$ cat src/hdl/ks10Pkg.sv
package ks10Pkg;

   ////////////////////
   // Word and field types
   ////////////////////

   typedef logic [35:0] word36T;      // Datapath word
   typedef logic [2:0]  intLevelT;    // 1 highest, 7 lowest, 0 none
   typedef logic [6:0]  intLinesT;    // Bit n-1 is level n
   typedef logic [7:0]  aprFlagsT;
   typedef logic [17:0] timerCountT;  // Millisecond count

   // APR flag positions
   localparam int aprNxm    = 0;      // Non-existent memory
   localparam int aprCslIn  = 1;      // Console interrupt in
   localparam int aprTimer  = 2;
   localparam int aprIntCsl = 7;      // Interrupt to console

   localparam int piOnBit = 14;       // PI system on, in a PI load word

   // Microcode functions
   typedef enum logic [2:0] {
      FN_NOP        = 3'd0,
      FN_APR_ENABLE = 3'd1,
      FN_APR_SET    = 3'd2,
      FN_APR_CLR    = 3'd3,
      FN_PI_LOAD    = 3'd4,
      FN_PI_ACK     = 3'd5,
      FN_PI_DISMISS = 3'd6,
      FN_CSL_ACK    = 3'd7
   } ctlFuncT;

   // One-hot line for a level, nothing for level 0
   function automatic intLinesT levelLines(input intLevelT lvl);
      intLinesT lines;
      lines = '0;
      if (lvl != 3'd0) lines = intLinesT'(7'b1 << (lvl - 3'd1));
      return lines;
   endfunction

   // Lowest-numbered set line wins
   function automatic intLevelT lowestLevel(input intLinesT lines);
      intLevelT lvl;
      lvl = '0;
      for (int n = 7; n >= 1; n--) begin
         if (lines[n-1]) lvl = intLevelT'(n);
      end
      return lvl;
   endfunction

endpackage
$ cat src/hdl/cpuCtl.sv
`timescale 1ns/1ps

module cpuCtl #(
   parameter int tickDiv = 1000       // Clocks per millisecond tick
) (
   input  logic                 clk,
   input  logic                 arstN,
   input  logic                 clken,      // Datapath clock enable
   input  ks10Pkg::ctlFuncT     ctlFunc,
   input  ks10Pkg::word36T      dp,
   input  logic                 cslRun,
   input  logic                 cslHalt,
   input  logic                 cslCont,
   input  logic                 cslExec,
   input  logic                 cslTimerEn,
   input  logic                 cslIntrI,
   input  logic                 nxmIntr,
   input  ks10Pkg::intLinesT    ubaIntr,
   output logic                 cpuRun,
   output logic                 cpuHalt,
   output logic                 cpuCont,
   output logic                 cpuExec,
   output logic                 cpuIntr,
   output logic                 cslIntrO,
   output ks10Pkg::intLevelT    reqIntP,
   output ks10Pkg::intLevelT    curIntP,
   output ks10Pkg::aprFlagsT    aprFlags,
   output ks10Pkg::timerCountT  timerCount
);

   logic              timerTick;     // Timer to APR flag
   ks10Pkg::intLinesT aprIntr;       // APR to PI

   ////////////////////
   // Console interface
   ////////////////////

   cpuIntf uIntf (
      .clk      (clk),
      .arstN    (arstN),
      .clken    (clken),
      .ctlFunc  (ctlFunc),
      .cslRun   (cslRun),
      .cslHalt  (cslHalt),
      .cslCont  (cslCont),
      .cslExec  (cslExec),
      .cpuRun   (cpuRun),
      .cpuHalt  (cpuHalt),
      .cpuCont  (cpuCont),
      .cpuExec  (cpuExec)
   );

   // Interval timer
   cpuTimer #(
      .tickDiv  (tickDiv)
   ) uTimer (
      .clk        (clk),
      .arstN      (arstN),
      .clken      (clken),
      .timerEn    (cslTimerEn),
      .timerTick  (timerTick),
      .timerCount (timerCount)
   );

   ////////////////////
   // APR and PI
   ////////////////////

   cpuApr uApr (
      .clk       (clk),
      .arstN     (arstN),
      .clken     (clken),
      .ctlFunc   (ctlFunc),
      .dp        (dp),
      .timerTick (timerTick),
      .nxmIntr   (nxmIntr),
      .cslIntrI  (cslIntrI),
      .aprFlags  (aprFlags),
      .aprIntr   (aprIntr),
      .cslIntrO  (cslIntrO)
   );

   cpuIntr uIntr (
      .clk      (clk),
      .arstN    (arstN),
      .clken    (clken),
      .ctlFunc  (ctlFunc),
      .dp       (dp),
      .aprIntr  (aprIntr),
      .ubaIntr  (ubaIntr),
      .reqIntP  (reqIntP),
      .curIntP  (curIntP),
      .cpuIntr  (cpuIntr)
   );

endmodule

$ cat src/hdl/cpuIntr.sv
`timescale 1ns/1ps

module cpuIntr (
   input  logic               clk,
   input  logic               arstN,
   input  logic               clken,
   input  ks10Pkg::ctlFuncT   ctlFunc,
   input  ks10Pkg::word36T    dp,
   input  ks10Pkg::intLinesT  aprIntr,
   input  ks10Pkg::intLinesT  ubaIntr,     // Unibus requests
   output ks10Pkg::intLevelT  reqIntP,
   output ks10Pkg::intLevelT  curIntP,
   output logic               cpuIntr
);

   logic              piOn;                // PI system on
   ks10Pkg::intLinesT piEnables;           // Per-level enables
   ks10Pkg::intLinesT swReq;               // Software requests
   ks10Pkg::intLinesT inProg;              // Levels in progress
   ks10Pkg::intLinesT actReq;
   ks10Pkg::intLinesT reqLine;
   ks10Pkg::intLinesT curLine;
   logic              piAck;
   logic              piDismiss;

   ////////////////////
   // Priority encoding
   ////////////////////

   assign actReq = (aprIntr | ubaIntr | swReq) & piEnables & {7{piOn}};

   assign reqIntP = ks10Pkg::lowestLevel(actReq);
   assign curIntP = ks10Pkg::lowestLevel(inProg);

   // Only a strictly higher priority breaks in
   assign cpuIntr = (reqIntP != 3'd0) &&
                    ((curIntP == 3'd0) || (reqIntP < curIntP));

   assign reqLine = ks10Pkg::levelLines(reqIntP);
   assign curLine = ks10Pkg::levelLines(curIntP);

   assign piAck     = (ctlFunc == ks10Pkg::FN_PI_ACK) && cpuIntr;
   assign piDismiss = (ctlFunc == ks10Pkg::FN_PI_DISMISS);

   ////////////////////
   // PI state
   ////////////////////

   always_ff @(posedge clk or negedge arstN) begin
      if (!arstN) begin
         piOn      <= 1'b0;
         piEnables <= '0;
         swReq     <= '0;
         inProg    <= '0;
      end else if (clken) begin
         if (ctlFunc == ks10Pkg::FN_PI_LOAD) begin
            piOn      <= dp[ks10Pkg::piOnBit];
            piEnables <= dp[13:7];
            swReq     <= dp[6:0];
         end

         // Grant moves the request into progress
         if (piAck) begin
            inProg <= inProg | reqLine;
            swReq  <= swReq & ~reqLine;
         end

         if (piDismiss) begin
            inProg <= inProg & ~curLine;   // Nothing when no level is active
         end
      end
   end

endmodule

$ cat src/hdl/cpuApr.sv
`timescale 1ns/1ps

module cpuApr (
   input  logic               clk,
   input  logic               arstN,
   input  logic               clken,
   input  ks10Pkg::ctlFuncT   ctlFunc,
   input  ks10Pkg::word36T    dp,
   input  logic               timerTick,
   input  logic               nxmIntr,     // Memory timeout
   input  logic               cslIntrI,    // From console
   output ks10Pkg::aprFlagsT  aprFlags,
   output ks10Pkg::intLinesT  aprIntr,
   output logic               cslIntrO
);

   ks10Pkg::aprFlagsT aprEnables;          // Interrupt enable mask
   ks10Pkg::intLevelT aprLevel;            // Assigned PI level
   ks10Pkg::aprFlagsT flagsNext;
   ks10Pkg::aprFlagsT hwSet;
   logic              aprReq;

   // Hardware sources
   always_comb begin
      hwSet                    = '0;
      hwSet[ks10Pkg::aprNxm]   = nxmIntr;
      hwSet[ks10Pkg::aprCslIn] = cslIntrI;
      hwSet[ks10Pkg::aprTimer] = timerTick;
   end

   ////////////////////
   // Flag update
   ////////////////////

   // Clear first, then sets, so a set always wins
   always_comb begin
      flagsNext = aprFlags;
      if (ctlFunc == ks10Pkg::FN_APR_CLR) begin
         flagsNext = flagsNext & ~dp[7:0];
      end
      if (ctlFunc == ks10Pkg::FN_APR_SET) begin
         flagsNext = flagsNext | dp[7:0];
      end
      flagsNext = flagsNext | hwSet;
   end

   always_ff @(posedge clk or negedge arstN) begin
      if (!arstN) begin
         aprFlags   <= '0;
         aprEnables <= '0;
         aprLevel   <= '0;
      end else if (clken) begin
         aprFlags <= flagsNext;
         if (ctlFunc == ks10Pkg::FN_APR_ENABLE) begin
            aprEnables <= dp[7:0];
            aprLevel   <= dp[10:8];
         end
      end
   end

   ////////////////////
   // Interrupt outputs
   ////////////////////

   assign aprReq = |(aprFlags & aprEnables);

   // Level 0 gives no line
   assign aprIntr = aprReq ? ks10Pkg::levelLines(aprLevel) : '0;

   assign cslIntrO = aprFlags[ks10Pkg::aprIntCsl];

endmodule

$ cat src/hdl/cpuTimer.sv
`timescale 1ns/1ps

module cpuTimer #(
   parameter int tickDiv = 1000       // Enabled clocks per tick
) (
   input  logic                 clk,
   input  logic                 arstN,
   input  logic                 clken,
   input  logic                 timerEn,
   output logic                 timerTick,
   output ks10Pkg::timerCountT  timerCount
);

   localparam int preW = (tickDiv > 1) ? $clog2(tickDiv) : 1;
   localparam logic [preW-1:0] preLast = preW'(tickDiv - 1);

   logic [preW-1:0] preCount;         // Prescaler
   logic            preWrap;

   // Last prescaler state while running
   assign preWrap = timerEn && (preCount == preLast);

   ////////////////////
   // Prescaler and count
   ////////////////////

   always_ff @(posedge clk or negedge arstN) begin
      if (!arstN) begin
         preCount   <= '0;
         timerTick  <= 1'b0;
         timerCount <= '0;
      end else if (clken) begin
         timerTick <= preWrap;      // One enabled cycle wide

         if (preWrap) begin
            preCount   <= '0;
            timerCount <= timerCount + 18'd1;   // Wraps at 18 bits
         end else if (timerEn) begin
            preCount <= preCount + preW'(1);
         end
         // Disabled timer holds the prescaler phase
      end
   end

endmodule

$ cat src/hdl/cpuIntf.sv
`timescale 1ns/1ps

module cpuIntf (
   input  logic              clk,
   input  logic              arstN,
   input  logic              clken,     // Datapath clock enable
   input  ks10Pkg::ctlFuncT  ctlFunc,
   input  logic              cslRun,
   input  logic              cslHalt,
   input  logic              cslCont,
   input  logic              cslExec,
   output logic              cpuRun,
   output logic              cpuHalt,
   output logic              cpuCont,
   output logic              cpuExec
);

   logic cslAck;

   assign cslAck = (ctlFunc == ks10Pkg::FN_CSL_ACK);

   ////////////////////
   // Run state registers
   ////////////////////

   always_ff @(posedge clk or negedge arstN) begin
      if (!arstN) begin
         cpuRun  <= 1'b0;
         cpuHalt <= 1'b0;
         cpuCont <= 1'b0;
         cpuExec <= 1'b0;
      end else if (clken) begin
         cpuRun <= cslRun;          // Plain level from console

         // Halt beats a simultaneous continue or execute
         if (cslHalt) begin
            cpuHalt <= 1'b1;
         end else if (cslCont || cslExec) begin
            cpuHalt <= 1'b0;
         end

         // Latched until microcode acknowledges
         if (cslCont) begin
            cpuCont <= 1'b1;
         end else if (cslAck) begin
            cpuCont <= 1'b0;
         end

         if (cslExec) begin
            cpuExec <= 1'b1;
         end else if (cslAck) begin
            cpuExec <= 1'b0;
         end
      end
   end

endmodule

$ cat config.mk
export PLATFORM = sky130hd
export DESIGN_NAME = cpuCtl
export DESIGN_NICKNAME = d
export VERILOG_FILES = /design/src/hdl/ks10Pkg.sv /design/src/hdl/cpuCtl.sv /design/src/hdl/cpuIntr.sv /design/src/hdl/cpuApr.sv /design/src/hdl/cpuTimer.sv /design/src/hdl/cpuIntf.sv
export SDC_FILE = /design/constraint.sdc
export NUM_CORES = 1
export LEC_CHECK = 0
export ABC_AREA = 1
export BUFFER_PORTS_ARGS = -buffer_cell sky130_fd_sc_hd__buf_4
export CAP_MARGIN = 20
export CORE_UTILIZATION = 40
export DETAILED_ROUTE_END_ITERATION = 8
export GPL_ROUTABILITY_DRIVEN = 0
export PLACE_DENSITY = 0.66
export RECOVER_POWER = 50
export SYNTH_ARGS = -nofsm -noshare
export SYNTH_HDL_FRONTEND = slang
export SYNTH_SLANG_ARGS = --single-unit
$ cat constraint.sdc
create_clock -name clk -period 2.5 [get_ports clk]
set_input_delay 0.125 -clock clk [delete_from_list [all_inputs] [get_ports clk]]
set_output_delay 0.125 -clock clk [all_outputs]
set_load 0.03 [all_outputs]
* Yosys cells after proc, flatten, opt, wreduce, memory -nomap -nowiden
Cells that the tools add are included.
Operators by class: $add $sub $neg 5, magnitude comparators 1, eq/ne operators 8, shift-type cells 3, multiplexer cells 31, bitwise operators 14, reduce and logical (&&, ||, !) cells 25
Operators by type and width (count):
- $mux 7 | 8
- $mux 3 | 14
- $and 7x7->7 | 4
- $or 7x7->7 | 3
- $shl 1x3->7 const A | 3
- $mux 10 | 2
- $add 18x1->18 const B | 1
- $reduce_and 2->1 | 9
- $and 8x8->8 | 2
- $mux 8 | 2
- $not 7->7 | 2
- $eq 3x3->1 const B | 4
- $reduce_bool 2->1 | 6
- $add 10x1->10 const B | 1
- $eq 10x10->1 const B | 1
- $reduce_bool 3->1 | 3
- $sub 3x1->3 const B | 3
- $not 8->8 | 1
- $or 8x3->8 | 1
- $or 8x8->8 | 1
- $reduce_or 8->1 | 1
- $eq 3x2->1 const B | 2
- $mux 1 | 5
- $eq 3x1->1 const B | 1
- 4 further kinds | 7
Storage, ports and cells: bits in registers 74, input port bits 56, output and inout port bits 38, logic and storage cells 101

* Depth between registers and ports, before layout
word-level depth 21, gate-level depth with buffers 22, depth with buffers taken out 22

* Cells and area by module
From an unflattened synthesis, not the netlist that was laid out.
Unflattened totals: cells, all modules 620, area, all modules 4614.4 um^2
By module, submodules not included:
- cpuTimer | instances 1, cells an instance 234, area an instance 1710.4 um^2, sequential area each 725.7 um^2
- cpuIntr | instances 1, cells an instance 228, area an instance 1665.3 um^2, sequential area each 550.5 um^2
- cpuApr | instances 1, cells an instance 140, area an instance 1081.0 um^2, sequential area each 475.5 um^2
- cpuIntf | instances 1, cells an instance 18, area an instance 157.7 um^2, sequential area each 100.1 um^2

* Least setup slack after synthesis
OpenSTA, ideal clock, no wires.
path kind register -> output, start register uApr.aprLevel[1], end output port cpuIntr, arrival time 3.230 ns, required time 2.375 ns, slack -0.855 ns, stages on the path, launching flop included 16, buffers on the path 0, cell sequence dfrtp_1 > nor2_1 > ha_1 > nor3_1 > nand2_1 > nand2_1 > nand3_1 > nand2_1 > inv_2 > a21oi_1 > ha_1 > nand2_1 > inv_1 > nand2_1 > nand2_2 > a21boi_0
Between the ends: word-level cells in the longest chain between the ends 18, elaborated cells between the ends (all ways) 20, those cells by class add/sub (1); order compare (1); shift (1); mux (9); bitwise (4); reduce/logical (4)
Ends and longest elaborated chain:
- from (decl) | RTL line cpuApr.sv:18 | ks10Pkg::intLevelT aprLevel;
- from (signal assigned) | RTL line cpuApr.sv:56 | aprLevel <= dp[10:8];
- $sub 3x1->3 | RTL line ks10Pkg.sv:37 | if (lvl != 3'd0) lines = intLinesT'(7'b1 << (lvl - 3'd1));
- $shl 1x3->7 | RTL line ks10Pkg.sv:37
- $mux 7 (*) | RTL line ks10Pkg.sv:37
- $mux 7 (*) | RTL line cpuApr.sv:68 | assign aprIntr = aprReq ? ks10Pkg::levelLines(aprLevel) : '0;
- $or 7x7->7 (*) (2 in series) | RTL line cpuIntr.sv:30 | assign actReq = (aprIntr | ubaIntr | swReq) & piEnables & {7{piOn}};
- $and 7x7->7 (*) (2 in series) | RTL line cpuIntr.sv:30
- $mux 3 (6 in series) | RTL line ks10Pkg.sv:46 | if (lines[n-1]) lvl = intLevelT'(n);
- $mux 3 (*) | RTL line ks10Pkg.sv:46
- named net reqIntP[1] | RTL line cpuCtl.sv:25 | output ks10Pkg::intLevelT reqIntP,
- $lt 3x3->1 | RTL line cpuIntr.sv:37 | ((curIntP == 3'd0) || (reqIntP < curIntP));
- $logic_or 1x1->1 | RTL line cpuIntr.sv:37
- $logic_and 1x1->1 (*) | RTL line cpuIntr.sv:36 | assign cpuIntr = (reqIntP != 3'd0) &&
- to (decl) | RTL line cpuCtl.sv:23 | output logic cpuIntr,
The timed path passes the listed nets; every way through them passes the cells marked *.

* Final worst setup path
start register uApr.aprLevel[0], end output port cpuIntr
Between the ends: word-level cells in the longest chain between the ends 18, elaborated cells between the ends (all ways) 20, those cells by class add/sub (1); order compare (1); shift (1); mux (9); bitwise (4); reduce/logical (4)
Ends and longest elaborated chain (RTL line):
- $sub 3x1->3 | ks10Pkg.sv:37
- $shl 1x3->7 | ks10Pkg.sv:37
- $mux 7 (*) | ks10Pkg.sv:37
- $mux 7 (*) | cpuApr.sv:68
- $or 7x7->7 (*) (2 in series) | cpuIntr.sv:30
- $and 7x7->7 (*) (2 in series) | cpuIntr.sv:30
- $mux 3 (6 in series) | ks10Pkg.sv:46
- $mux 3 (*) | ks10Pkg.sv:46
- $lt 3x3->1 | cpuIntr.sv:37
- $logic_or 1x1->1 | cpuIntr.sv:37
- $logic_and 1x1->1 (*) | cpuIntr.sv:36
Every way passes the cells marked *; elsewhere a longest branch is shown, timed or not.

==> results.md <==
* Gr usage total at 20.2%
* Pwr/cell area at 1070 nW/um^2
* Clock sink count at 74
* Largest net degree at the start of global routing at 75
* Fill cell count at 922
* Fraction of layout cells with a size suffix above 1 at 29.0%
* PnR worst setup slack at -0.218 ns
* Max_cap viols at 1
* PortBufs at 72
* Die Wd at 102 um
* Die ar. at 10500 um^2
* Total number of vias at 3770
* Min Hold Slack at 0.0192 ns
* Most used DFF post-synth: dfrtp_1
* Tightest Pin Transition at 1.85 ns
* CTS H-tree lvls at 3
* Max Clock Freq at 368 MHz
* Hold Crit Class: primary input to flip-flop
* Hold_sp: dp[12]
* Initial antenna violation count at 0
* Vias in the first global route at 3592
* Initial Utilization at 41.3%
* Reg clk slew, reported paths at 0.08 ns
* Reg-to-Reg Start: uApr.aprLevel[0]
* Slew headroom at -23.0%
* Gate Count Post-Synth at 494
* WP data arrival at 2.59 ns
* Post-Syn Area per Cell at 8.17 um^2
* Failing checks: max-capacitance violations, max-slew violations, negative setup slack
* Most crowded layer after global routing: met2
* LEAKAGE at 2.72 nW
* CP Launch Point: uApr.aprLevel[0]
* Worst-case clock buffer depth at 2
* Fraction of the yosys area taken by sequential cells at 45.9%
* ANT nets after route at 0
* WL/cell at 13.4 um
* GR Util met1 at 25.1%
* Worst path required time at 2.38 ns
* Startpoint types: flip-flop
* Synthesized area at 4030 um^2
* Pre-CTS setup slack at -0.181 ns
* RSZ-0062 raised after global routing: true
* Net count after synthesis at 555
* Synth area leaders: dfrtp_1, nand2_1, inv_1
* Iter 0 DRT Violations at 131
* Async SR Flop Fraction at 100%
* Final Non-Filler Cells at 750
* CP Max Fanout at 4
* Die H at 102 um
* Root Driver: clkbuf_8
* FP Rows at 36
* Critical path class: flip-flop to output pin
* Boundary Pins at 94
* Vias per inst at 5.03
* Final Max Tran Viols at 75
* Hpwl dp at 7210 um
* Status: finished with violations
* Clock skew at 0.0114 ns
* Final setup vio count at 15
* Core area at 9770 um^2
* Area growth syn-to-layout at 34.9%
* Netlist cell types at 40
* CTS tree: done
* Post-Place Cells at 719
* Antenna Cells at 0
* Final routed DRC violation total at 0
* Period utilisation layout at 109%
* CTS Buf Count at 9
* Post-route minimum period at 2.72 ns
* Top cell type's share of synthesized area at 45.9%
* Nets at 673
* GR Overflow Total at 0
* Maximum vdd drop at 0.867 mV
* First-pass GRT wire length at 16500 um
* GR Util met2 at 35.7%
* Synth Register Bits at 74
* Critical Path Sink Type: output pin
* Synth warnings at 0
* 1st-pass router iterations at 4
* Clk Latency, worst-skew pair at 0.35 ns
* Drt total wl at 10000 um
* GR Util met3 at 4.51%
* Cell taking the most area after synthesis: dfrtp_1
* Number of flops mapped to enable cells by yosys at 0
* Final hold violations at 0
## final timing paths
path / end / slack, ns / cells after the start
worst min register to register: uTimer.timerCount[17] / 0.47 / 1
worst max register to register: uIntr.inProg[6] / -0.21 / 21
min in group asynchronous: uIntr.piOn / 0.83 / 2
worst min-delay path: uIntr.piEnables[5] / 0.02 / 2
worst max-delay path: cpuIntr / -0.22 / 17
max in group asynchronous: uApr.aprEnables[0] / 0.59 / 2
## logic make-up after synthesis
| kind of cell | synth area share, % |
|---|---|
| AOI/OAI and AO/OA | 7.23 |
| xor gates and xnor gates | 3.91 |
| adders and majority gates | 1.55 |
| buffers and inverters | 6.33 |
| DFF | 45.9 |
| muxes | 3.07 |
| and+or+nand+nor | 32.0 |
## synth_stat cells (all sizes together), types with 2 or more instances
| master | count |
|---|---|
| a21oi | 14 |
| a21boi | 2 |
| o211ai | 2 |
| nor3 | 17 |
| mux2 | 11 |
| nand3 | 40 |
| inv | 57 |
| nand4 | 17 |
| o21ai | 28 |
| ha | 5 |
| buf | 5 |
| dfrtp | 74 |
| clkbuf | 4 |
| xnor2 | 6 |
| nand2 | 158 |
| xor2 | 12 |
| nor2 | 33 |
## sequential cells by signal, summed over array words and instances, names as in the netlist, named ones only
name,count
uTimer.timerCount,18
uTimer.preCount,10
uApr.aprEnables,8
uIntr.inProg,7
uIntr.piEnables,7
uIntr.swReq,7
uApr.aprFlags,3
uApr.aprLevel,3
uIntf.cpuCont,1
uIntf.cpuExec,1
uIntf.cpuHalt,1
uIntf.cpuRun,1
uIntr.piOn,1
uTimer.timerTick,1
## stage by stage
step                power [mW]  area [um^2]  TNS (ns)  util (%)
global placement          4.04         4950     -1.19      50.7
CTS                       5.52         5430     -2.36      55.5
global route              6.18         5440     -5.08      55.7
floorplan                 3.23         4080     -3.32         -
detailed placement        4.08         4950     -2.15      50.7
finish                    5.81         5440     -2.74      55.7
## report_power, final
part | switching (mW) | leakage (nW) | total (mW) | internal, mW
logic | 1.77 | 1.69 | 3.03 | 1.26
clock network | 0.484 | 0.117 | 1.08 | 0.600
registers | 0.241 | 0.912 | 1.69 | 1.45
## layer usage
layer | up-vias | share of wire [%]
li1 | 1857 | -
met1 | 1804 | 42
met2 | 100 | 52
met3 | 9 | 5.3
met4 | 0 | 0.76
met5 | - | 0
## cells in the final DEF, fill, tap and decap left out, types with 3 or more instances in the layout
cell,Yosys,final
xnor2_1,6,6
clkbuf_1,4,34
nand4_4,2,3
buf_6,0,5
nor3_1,14,10
a21oi_1,14,12
nand3_2,2,13
dlygate4sd3_1,0,7
xor2_1,12,12
nand2_2,6,21
o21ai_0,28,28
buf_4,1,66
nand2_1,151,132
nor2_1,28,24
dfrtp_1,74,74
nand4_2,4,4
mux2_2,11,11
nand4_1,11,11
inv_1,53,51
nand2_4,1,3
nand3_1,37,25
inv_2,4,5
nor2_4,4,5
ha_4,0,3
nor2_2,1,4
nor3_2,2,5
clkbuf_8,0,10
## what timing repair did
| action | 4_1_cts | 5_1_grt |
|---|---|---|
| setup endpoints to repair | 15 | 17 |
| cloned | 1 | 0 |
| resized for setup | 29 | 30 |
| pin swaps | 18 | 13 |
| setup buffers | 3 | 4 |
| hold buffers | 7 | 0 |
| endpoints found under the hold margin | 80 | 0 |
## worst max-delay path, cell delays in order, from the launching register on
cell      delay (ns)
dfrtp_1         0.40
nor2_4          0.07
ha_4            0.30
inv_4           0.05
nor2_2          0.07
nand2_1         0.09
nand2_1         0.09
nand3_2         0.06
nand2_2         0.11
nand2_2         0.08
a21oi_4         0.18
ha_4            0.22
nand2_2         0.07
inv_2           0.04
nand2_2         0.07
nand2_4         0.06
a21boi_4        0.15
buf_6           0.15
## area by class of cell
class                           instances  area (um^2)  area share [%]
Clock inverter                          6         95.1            1.75
Multi-Input combinational cell        355         2210            40.5
Clock buffer                           10          138            2.53
Sequential cell                        74         1850            34.0
Inverter                               57          216            3.98
Timing Repair Buffer                  115          769            14.1
Tap cell                              133          166            3.06
(Power assumes the default switching activity.)
